`src/verilog/rename_pkg.sv`:
```
`default_nettype none

// Shared widths, types and bundles for the register rename block
package rename_pkg;

   // ==================================================================
   // Sizes
   // ==================================================================

   localparam int ARCH_REGS = 32;                  // Architectural registers seen by software
   localparam int PREGS     = 64;                  // Physical registers behind the rename map
   localparam int NCHECK    = 8;                   // Checkpoint slots, one per unresolved branch

   // Field widths follow from the sizes above
   localparam int ARCH_BITS = $clog2(ARCH_REGS);   // 5 bits for an architectural register
   localparam int PREG_BITS = $clog2(PREGS);       // 6 bits for a physical register
   localparam int NDX_BITS  = $clog2(NCHECK);      // Slot index wraps naturally, NCHECK is 2**n
   localparam int CNT_BITS  = $clog2(NCHECK + 1);  // Count must reach NCHECK itself

   // ==================================================================
   // Vector types
   // ==================================================================

   typedef logic [ARCH_BITS-1:0] arch_reg_t;       // Architectural register number
   typedef logic [PREG_BITS-1:0] preg_t;           // Physical register number
   typedef logic [NDX_BITS-1:0]  checkpt_ndx_t;    // Checkpoint slot index
   typedef logic [CNT_BITS-1:0]  checkpt_cnt_t;    // Live checkpoints, 0 to NCHECK

   // The whole rename map, one physical register per architectural register.
   // Entry i is selected with map[i] and is a preg_t
   typedef preg_t [ARCH_REGS-1:0] reg_map_t;

   // ==================================================================
   // Request and response bundles
   // ==================================================================

   // One instruction per cycle enters rename with this bundle
   typedef struct packed {
      arch_reg_t src_a;                            // First source operand
      arch_reg_t src_b;                            // Second source operand
      arch_reg_t dst;                              // Destination, meaningful when has_dst is set
      logic      has_dst;                          // Instruction writes a register
      preg_t     new_preg;                         // Fresh register from the free list
   } rename_req_t;

   // Lookup results, all taken from the map before this cycle's update
   typedef struct packed {
      preg_t src_a_preg;                           // Where src_a currently lives
      preg_t src_b_preg;                           // Where src_b currently lives
      preg_t old_preg;                             // Previous home of dst, freed at retire
   } rename_rsp_t;

endpackage

`default_nettype wire

```
`src/verilog/reg_map_ram.sv`:
```
`default_nettype none

// Checkpoint storage for the rename map.
// Port A writes a whole map into one slot at the clock edge, port B reads
// a slot back with no latency, the way a distributed RAM behaves
module reg_map_ram (
   input  logic                     clka,
   input  logic                     wr_en,     // Port A write strobe
   input  rename_pkg::checkpt_ndx_t wr_ndx,    // Port A slot
   input  rename_pkg::reg_map_t     wr_map,    // Map to be saved
   input  rename_pkg::checkpt_ndx_t rd_ndx,    // Port B slot
   output rename_pkg::reg_map_t     rd_map     // Saved map, available in the same cycle
);

   import rename_pkg::*;

   // ==================================================================
   // Storage array
   // ==================================================================

   // One full map per checkpoint slot
   reg_map_t mem [NCHECK];

   // Synchronous write on port A.
   // A slot is only written by a granted save, so contents are only
   // meaningful for slots that the controller holds as live
   always_ff @(posedge clka) begin
      if (wr_en) begin
         mem[wr_ndx] <= wr_map;
      end
   end

   // ==================================================================
   // Read port
   // ==================================================================

   // Asynchronous read on port B, used by restore.
   // Restore and save never land in the same cycle, so there is no
   // write-through path to worry about here
   always_comb begin
      rd_map = mem[rd_ndx];                    // Pure lookup, no output register
   end

endmodule

`default_nettype wire

```
`src/verilog/checkpoint_ctrl.sv`:
```
`default_nettype none

// Circular allocator for checkpoint slots.
// Saves take the tail slot, releases retire the head slot and a restore
// cuts the queue back so that the restored slot becomes the youngest
module checkpoint_ctrl (
   input  logic                     clka,
   input  logic                     arst_n,
   input  logic                     save_en,      // Branch wants a checkpoint
   input  logic                     restore_en,   // Misprediction, roll back
   input  logic                     release_en,   // Oldest branch retired
   input  rename_pkg::checkpt_ndx_t restore_ndx,  // Slot to roll back to
   output logic                     wr_en,        // Write strobe for the checkpoint RAM
   output rename_pkg::checkpt_ndx_t save_ndx,     // Slot that a save this cycle uses
   output logic                     full,
   output logic                     empty
);

   import rename_pkg::*;

   // ==================================================================
   // Queue state
   // ==================================================================

   checkpt_ndx_t head_q;                    // Oldest live slot
   checkpt_ndx_t tail_q;                    // Next slot to allocate
   checkpt_cnt_t count_q;                   // Number of live slots

   checkpt_ndx_t head_n;
   checkpt_ndx_t tail_n;
   checkpt_cnt_t count_n;
   checkpt_ndx_t keep_span;                 // Distance from head to the restored slot
   logic         rel_ok;                    // Release really retires a slot

   // Level flags come straight from the count
   assign full     = (count_q == checkpt_cnt_t'(NCHECK));
   assign empty    = (count_q == '0);
   assign save_ndx = tail_q;                // Tail shown combinationally

   // A save is granted only with room left and no restore pending.
   // A save while full just disappears
   assign wr_en  = save_en && !full && !restore_en;
   assign rel_ok = release_en && !empty;

   // Index arithmetic wraps at NCHECK by width alone
   assign keep_span = restore_ndx - head_q;

   // ==================================================================
   // Next state
   // ==================================================================

   always_comb begin
      head_n  = head_q;
      tail_n  = tail_q;
      count_n = count_q;

      if (restore_en) begin
         // Everything younger than the restored slot is dropped,
         // the restored slot itself stays live
         tail_n  = restore_ndx + checkpt_ndx_t'(1);
         count_n = checkpt_cnt_t'(keep_span) + checkpt_cnt_t'(1);
      end else if (wr_en) begin
         tail_n  = tail_q + checkpt_ndx_t'(1);      // Claim the tail slot
         count_n = count_q + checkpt_cnt_t'(1);
      end

      // Release acts after truncation, so it also works beside a restore
      if (rel_ok) begin
         head_n  = head_q + checkpt_ndx_t'(1);
         count_n = count_n - checkpt_cnt_t'(1);
      end
   end

   // ==================================================================
   // Registers
   // ==================================================================

   always_ff @(posedge clka or negedge arst_n) begin
      if (!arst_n) begin
         head_q  <= '0;
         tail_q  <= '0;
         count_q <= '0;                     // Starts empty
      end else begin
         head_q  <= head_n;
         tail_q  <= tail_n;
         count_q <= count_n;
      end
   end

endmodule

`default_nettype wire

```
`src/verilog/rename_map.sv`:
```
`default_nettype none

// Live rename map.
// Looks up both sources and the old destination mapping from the current
// map, then applies either a restore or the new destination at the edge
module rename_map (
   input  logic                    clka,
   input  logic                    arst_n,
   input  logic                    rename_en,     // An instruction is presented
   input  logic                    restore_en,    // Reload from a checkpoint
   input  rename_pkg::rename_req_t req,
   input  rename_pkg::reg_map_t    restore_map,   // Map read from the checkpoint RAM
   output rename_pkg::rename_rsp_t rsp,
   output rename_pkg::reg_map_t    next_map       // Map as it will be after this edge
);

   import rename_pkg::*;

   // ==================================================================
   // Reset value
   // ==================================================================

   // Architectural register i starts out in physical register i
   function automatic reg_map_t identity_map();
      reg_map_t m;
      for (int i = 0; i < ARCH_REGS; i++) begin
         m[i] = preg_t'(i);
      end
      return m;
   endfunction

   // ==================================================================
   // Map storage and lookup
   // ==================================================================

   reg_map_t map_q;                         // Current map, one entry per arch register
   logic     dst_wr;                        // Destination entry changes this cycle

   // Lookups read the registered map only, so a source that matches dst
   // still sees the older mapping, which is what the instruction needs
   always_comb begin
      rsp.src_a_preg = map_q[req.src_a];
      rsp.src_b_preg = map_q[req.src_b];
      rsp.old_preg   = map_q[req.dst];      // Handed back so it can be freed at retire
   end

   // A rename without a destination leaves the map alone
   assign dst_wr = rename_en && req.has_dst;

   // ==================================================================
   // Next map
   // ==================================================================

   // Restore wins over any rename in the same cycle.
   // next_map is exported every cycle, the RAM only keeps it when a save
   // is granted
   always_comb begin
      next_map = map_q;
      if (restore_en) begin
         next_map = restore_map;            // Whole map swapped in one go
      end else if (dst_wr) begin
         next_map[req.dst] = req.new_preg;  // Single entry update
      end
   end

   always_ff @(posedge clka or negedge arst_n) begin
      if (!arst_n) begin
         map_q <= identity_map();
      end else begin
         map_q <= next_map;
      end
   end

endmodule

`default_nettype wire

```
`src/verilog/rename_top.sv`:
```
`default_nettype none

// Register rename block with branch checkpoints.
// The live map feeds its post-update value to the checkpoint RAM, the
// controller decides which slot gets it and restores read a slot back
module rename_top (
   input  logic                     clka,
   input  logic                     arst_n,
   input  logic                     rename_en,
   input  rename_pkg::rename_req_t  req,
   input  logic                     save_en,
   input  logic                     restore_en,
   input  logic                     release_en,
   input  rename_pkg::checkpt_ndx_t restore_ndx,
   output rename_pkg::rename_rsp_t  rsp,
   output rename_pkg::checkpt_ndx_t save_ndx,
   output logic                     full,
   output logic                     empty
);

   import rename_pkg::*;

   // ==================================================================
   // Internal wiring
   // ==================================================================

   reg_map_t next_map;                      // Map after this edge, saved on a granted save
   reg_map_t restore_map;                   // Slot contents selected by restore_ndx
   logic     wr_en;                         // Granted save

   // Live map, lookup and update
   rename_map u_map (
      .clka        (clka),
      .arst_n      (arst_n),
      .rename_en   (rename_en),
      .restore_en  (restore_en),
      .req         (req),
      .restore_map (restore_map),
      .rsp         (rsp),
      .next_map    (next_map)
   );

   // Slot allocation, the tail slot is also the RAM write address
   checkpoint_ctrl u_ctrl (
      .clka        (clka),
      .arst_n      (arst_n),
      .save_en     (save_en),
      .restore_en  (restore_en),
      .release_en  (release_en),
      .restore_ndx (restore_ndx),
      .wr_en       (wr_en),
      .save_ndx    (save_ndx),
      .full        (full),
      .empty       (empty)
   );

   // Checkpoint storage, port A saves and port B restores
   reg_map_ram u_ram (
      .clka   (clka),
      .wr_en  (wr_en),
      .wr_ndx (save_ndx),
      .wr_map (next_map),
      .rd_ndx (restore_ndx),
      .rd_map (restore_map)
   );

endmodule

`default_nettype wire

```
`config.mk`:
```
export PLATFORM = sky130hd
export DESIGN_NAME = rename_top
export DESIGN_NICKNAME = d
export VERILOG_FILES = /design/src/verilog/rename_pkg.sv /design/src/verilog/reg_map_ram.sv /design/src/verilog/checkpoint_ctrl.sv /design/src/verilog/rename_map.sv /design/src/verilog/rename_top.sv
export SDC_FILE = /design/constraint.sdc
export NUM_CORES = 2
export LEC_CHECK = 0
export ABC_AREA = 1
export BUFFER_PORTS_ARGS = -buffer_cell sky130_fd_sc_hd__buf_4
export CORE_AREA = 2 2 369 371
export CTS_BUF_LIST = sky130_fd_sc_hd__clkbuf_4 sky130_fd_sc_hd__clkbuf_8
export DETAILED_ROUTE_END_ITERATION = 6
export DIE_AREA = 0 0 371 373
export PLACE_DENSITY = 0.7
export SETUP_SLACK_MARGIN = 0.3
export SLEW_MARGIN = 25
export SYNTH_ARGS = -nofsm -noshare
export SYNTH_HDL_FRONTEND = slang
export SYNTH_SLANG_ARGS = --single-unit
```
`constraint.sdc`:
```
create_clock -name clka -period 23.8 [get_ports clka]
set_input_delay 2.38 -clock clka [delete_from_list [all_inputs] [get_ports clka]]
set_output_delay 2.38 -clock clka [all_outputs]
set_load 0.03 [all_outputs]
```
# Word level (Yosys, flattened, before mapping)
# Memory sizes are Yosys's and may differ from the RTL's.
# Index checks and enable logic that the tools add are counted.
[totals]
reg_bits = 202
ramBits = 1536
out_inout_bits = 23
word_cells = 76
mem_count = 1
[op_classes]
n_addsub = 7
magnitude_cmp = 4
eq_ne = 1
mux = 18
n_reduce_logical = 10
[memory_table]
columns = ["name", "depth", "width", "rd", "rd_clocked_by_memory_dff", "wr", "line_no", "text"]
rows = [
  ["u_ram.mem", 8, 192, 1, 0, 1, "reg_map_ram.sv:22", "reg_map_t mem [NCHECK];"],
]
[op_table]
columns = ["cell", "count"]
rows = [
  ["$mux W192", 2],
  ["$bwmux W192", 1],
  ["$bmux W6 S5", 3],
  ["$demux W6 S5", 1],
  ["$mux W6", 4],
  ["$lt A5 B6 Y1 const B", 3],
  ["$mux W4", 3],
  ["$add A3 B1 Y3 const B", 3],
  ["$mux W3", 2],
  ["$ge A5 B1 Y1 const B", 1],
  ["$logic_and A1 B1 Y1", 5],
  ["$add A3 B1 Y4 const B", 1],
  ["$add A4 B1 Y4 const B", 1],
  ["$eq A4 B4 Y1 const B", 1],
  ["$logic_not A4 Y1", 1],
  ["$sub A4 B1 Y4 const B", 1],
  ["$logic_not A1 Y1", 3],
  ["$sub A3 B3 Y3", 1],
  ["$mux W1", 2],
  ["$reduce_bool A2 Y1", 1],
]

# Longest topological paths before layout
[depth]
ltp_word = 8
mapped_depth = 19

# Hierarchy
# Synthesis repeated with hierarchy kept, for this count alone.
[hier_totals]
hier_cells = 9184
area_unflattened_um2 = 82147.5
[modules_own_cells]
columns = ["mod", "n_inst", "cells_each", "area_each_um2", "seq_area_each_um2"]
rows = [
  ["reg_map_ram", 1, 6654, 66680.2, 46124.2],
  ["rename_map", 1, 2417, 14606.5, 4904.7],
  ["checkpoint_ctrl", 1, 113, 860.8, 250.2],
]

# Worst setup path after synthesis
# OpenSTA, ideal clock, no wires.
[synth_timing]
path_kind = "input-to-reg"
start = "input restore_en"
end = "memory u_ram.mem[1][0] (netlist bit) (enable)"
setup_ns = 0.748
t_arrival_ns = 10.805
slack_ns = 12.247
stages = 4
path_buffers = 1
cell_sequence = "buf_2 > nor2_1 > nand2_1 > nor2_1"
[synth_via]
elab_chain_cells = 4
[synth_lines]
columns = ["item", "line_no", "text"]
rows = [
  ["from (decl)", "rename_top.sv:12", "input logic restore_en,"],
  ["$logic_not A1 Y1", "checkpoint_ctrl.sv:42", "assign wr_en = save_en && !full && !restore_en;"],
  ["$logic_and A1 B1 Y1", "checkpoint_ctrl.sv:42", ""],
  ["$mux W1", "reg_map_ram.sv:28", "if (wr_en) begin"],
  ["$mux W1 (not written as such)", "reg_map_ram.sv:29", "mem[wr_ndx] <= wr_map;"],
  ["to (decl)", "reg_map_ram.sv:22", ""],
]
# No other way between the ends.

==> summary.txt <==
Route
  • Iteration-0 DRC Markers: 7639
  • DR vias: 52730
  • First-pass DRT Iterations: 6
  • Detailed Route WL: 209600 um
  • Vias per cell: 6.379
  • Wire length per cell: 25.35 um
  • Post-route DRC: 0
  • ANT nets after route: 0

Finish
  • Final Non-Filler Cells: 8266
  • Design area: 80500 sq um
  • Area grow syn2layout: 9.728%
  • Final net count: 6311
  • Final core utilization: 0.5980
  • Share of cells above drive strength 1: 0.1102

Power
  • Flop pwr share: 0.523
  • Leakage power: 27.65 nW
  • Sw frac: 0.2572
  • Max rail drop VDD: 0.04674 mV
  • Pint: 5.206 mW
  • Combinational Power Share: 0.108
  • P per Cell Area: 87.07 nW/um^2
  • Sw power: 1.803 mW
  • Clock power share: 0.368

STA
  • Maximum clock rate: 128.4 MHz
  • Setup_tns: 0 ns
  • Worst Skew: 0.08050 ns
  • Fin. Hold Viols: 0
  • RSZ-0062 raised after global routing: no
  • Worst Max-Slew Pin Slew: 1.113 ns
  • Tmin final: 7.786 ns
  • Pins over their slew limit: 0
  • Slew Limit Headroom: 0.2551
  • Setup WS post-layout: 16.01 ns
  • # setup viols final: 0
  • Crit share post-route: 0.3271

GRT
  • GRT Util Overall: 0.2975
  • Global-route wire length before repair: 309900 um
  • Vias in the first global route: 49507
  • Initial antenna violation count: 10
  • Remaining global-route overflow: 0
  • Pin count of the biggest net entering global routing: 191

CTS
  • Clock tree root driver cell: clkbuf_8
  • Worst skew pair latency: 1.03 ns
  • # hold bufs at CTS: 0
  • # Post-CTS Setup Buffers: 0
  • Post-CTS Resized: 0
  • Total CTS buffers: 288
  • Maximum buffer depth of the clock tree: 4
  • H-tree depth: 5
  • Clock Sink Count: 1738
  • Clock slew at reported path FFs: 0.06 ns
  • CTS tree: built

Critical path
  • Worst EP arrival: 5.41 ns
  • Critical Path End Type: primary output
  • CP max FO: 96
  • Crit Path Class: input port to primary output
  • CP required: 21.42 ns
  • Startpoint types: input port

Placement
  • Placer Congestion: 0.9595
  • DP Worst Slack: 16.13 ns
  • Final HPWL DP: 113600 um
  • Post-placement cell count: 7761
  • # port buffers: 53
  • Area post-placement: 74800 sq um

Logic synthesis
  • Post-Synthesis Cells: 6335
  • Post-synth EDFFs: 1536
  • Distinct cells, synth: 27
  • Area contributors post-synth: edfxtp_1, nor2_1, o21ai_0
  • Yosys top cell area share: 0.6287
  • Synth warn: 0
  • Post-Synthesis Cell Area: 73370 sq um
  • Most common library cells after synthesis: edfxtp_1, nor2_1, o21ai_0
  • Mapped Nets: 6374
  • Most instantiated library cell after synthesis: edfxtp_1
  • Avg Synthesized Cell Area: 11.58 sq um
  • Dominant synthesized flop cell: edfxtp_1
  • Seq/Total Area, Yosys: 0.6989
  • Flops & latches, synth: 1738
  • Top cell type by total area after synthesis: edfxtp_1
  • Async set-reset flop share out of synthesis: 0.1162

Floorplanning
  • Die area: 138400 sq um
  • Die X-Extent: 371 um
  • Die span in y: 373 um
  • Core box area: 134600 sq um
  • Initial Utilization: 0.5450
  • Row cnt: 135
  • # IOs: 54

Status
  • Result of the run: finished clean

Run
  • Max-cap violations: 0

Worst hold path
  • HP Class: flip-flop to flip-flop
[stage by stage]
| stage | total power [mW] | hold WS (ns) |
|---|---|---|
| 4_1_cts | 7.018 | 0.5263 |
| 3_3_place_gp | 4.445 | 0.5082 |
| 3_5_place_dp | 4.464 | 0.5139 |
| 6_report | 7.010 | 0.5255 |
| 2_1_floorplan | 4.192 | 0.4769 |
| 5_1_grt | 7.244 | 0.5478 |
[worst paths after layout]
kind                                                     end  slack, ns                          from  cells after the start
worst max-delay path                                 rsp[17]      16.01                       req[17]                     10
worst min-delay path            u_ctrl.head_q[0]$_DFFE_PN0P_       0.53  u_ctrl.head_q[0]$_DFFE_PN0P_                      1
worst max register to register   u_ram.mem[6][122]$_DFFE_PP_      19.02   u_ctrl.count_q[0]$_DFF_PN0_                     10
worst min register to register  u_ctrl.head_q[0]$_DFFE_PN0P_       0.53  u_ctrl.head_q[0]$_DFFE_PN0P_                      1
max in group asynchronous         u_map.map_q[127]$_DFF_PN0_      20.17                        arst_n                      3
min in group asynchronous       u_ctrl.head_q[2]$_DFFE_PN0P_       1.34                        arst_n                      1
[flip-flops by register name, summed over array words and instances (netlist names)]
name             count
u_ctrl.save_ndx      3
u_ctrl.head_q        3
u_map.map_q        192
u_ram.mem         1536
u_ctrl.count_q       4
[power groups by stage]
stage | clock network [mW] | registers [mW] | logic, mW
after global placement | 0 | 3.72 | 0.726
after CTS | 2.61 | 3.66 | 0.745
after detailed placement | 0 | 3.72 | 0.741
after global routing | 2.75 | 3.67 | 0.824
final | 2.58 | 3.67 | 0.759
after floorplan | 0 | 3.72 | 0.471
[cell families after synthesis]
| logic type | Yosys count | share of synthesized area |
|---|---|---|
| AO/OA/AOI/OAI | 1597 | 0.1316 |
| adder cells (fa/ha/maj) | 8 | 0.001467 |
| flip-flops | 1738 | 0.6989 |
| buffers and inverters | 720 | 0.03853 |
| XOR/XNOR | 5 | 0.0005969 |
| AND/OR/NAND/NOR | 2267 | 0.1288 |
[cells in the final DEF (no fill, tap or decap), types with 122 or more instances in the layout]
cell type and n:
nor2_1 1203, dfrtp_1 122, clkbuf_4 127, inv_1 203, nand3_1 720, a21oi_1 329
o21ai_0 754, edfxtp_1 1536, o32ai_1 384, clkbuf_8 318, nand2_1 323
[per-layer routing]
| layer | routed length [um] | global-route usage | share of wire |
|---|---|---|---|
| met5 | 94 | 0 | 0.00045 |
| met4 | 7550 | 0.1189 | 0.036 |
| met3 | 24990 | 0.07909 | 0.12 |
| met1 | 82750 | 0.4163 | 0.39 |
| met2 | 94190 | 0.4446 | 0.45 |
[final cells by class]
type | count | area (sq um)
Clock buffer | 444 | 5316
Sequential cell | 1738 | 51280
Timing Repair Buffer | 121 | 1081
Inverter | 246 | 938.4
Clock inverter | 56 | 326.6
Antenna cell | 3 | 7.507
Fill cell | 10512 | 54120
Multi-Input combinational cell | 3877 | 19330
Tap cell | 1781 | 2228
[worst max-delay path: stages]
cell and delay [ns]:
buf_4 0.52, buf_4 0.75, clkinv_1 0.63, nand2_1 0.17, nand3_1 0.09, nand3_1 0.11, a21oi_1 0.10, o21ai_0 0.18
nand2_1 0.17, buf_4 0.21
Power figures use the tool's default switching activity.
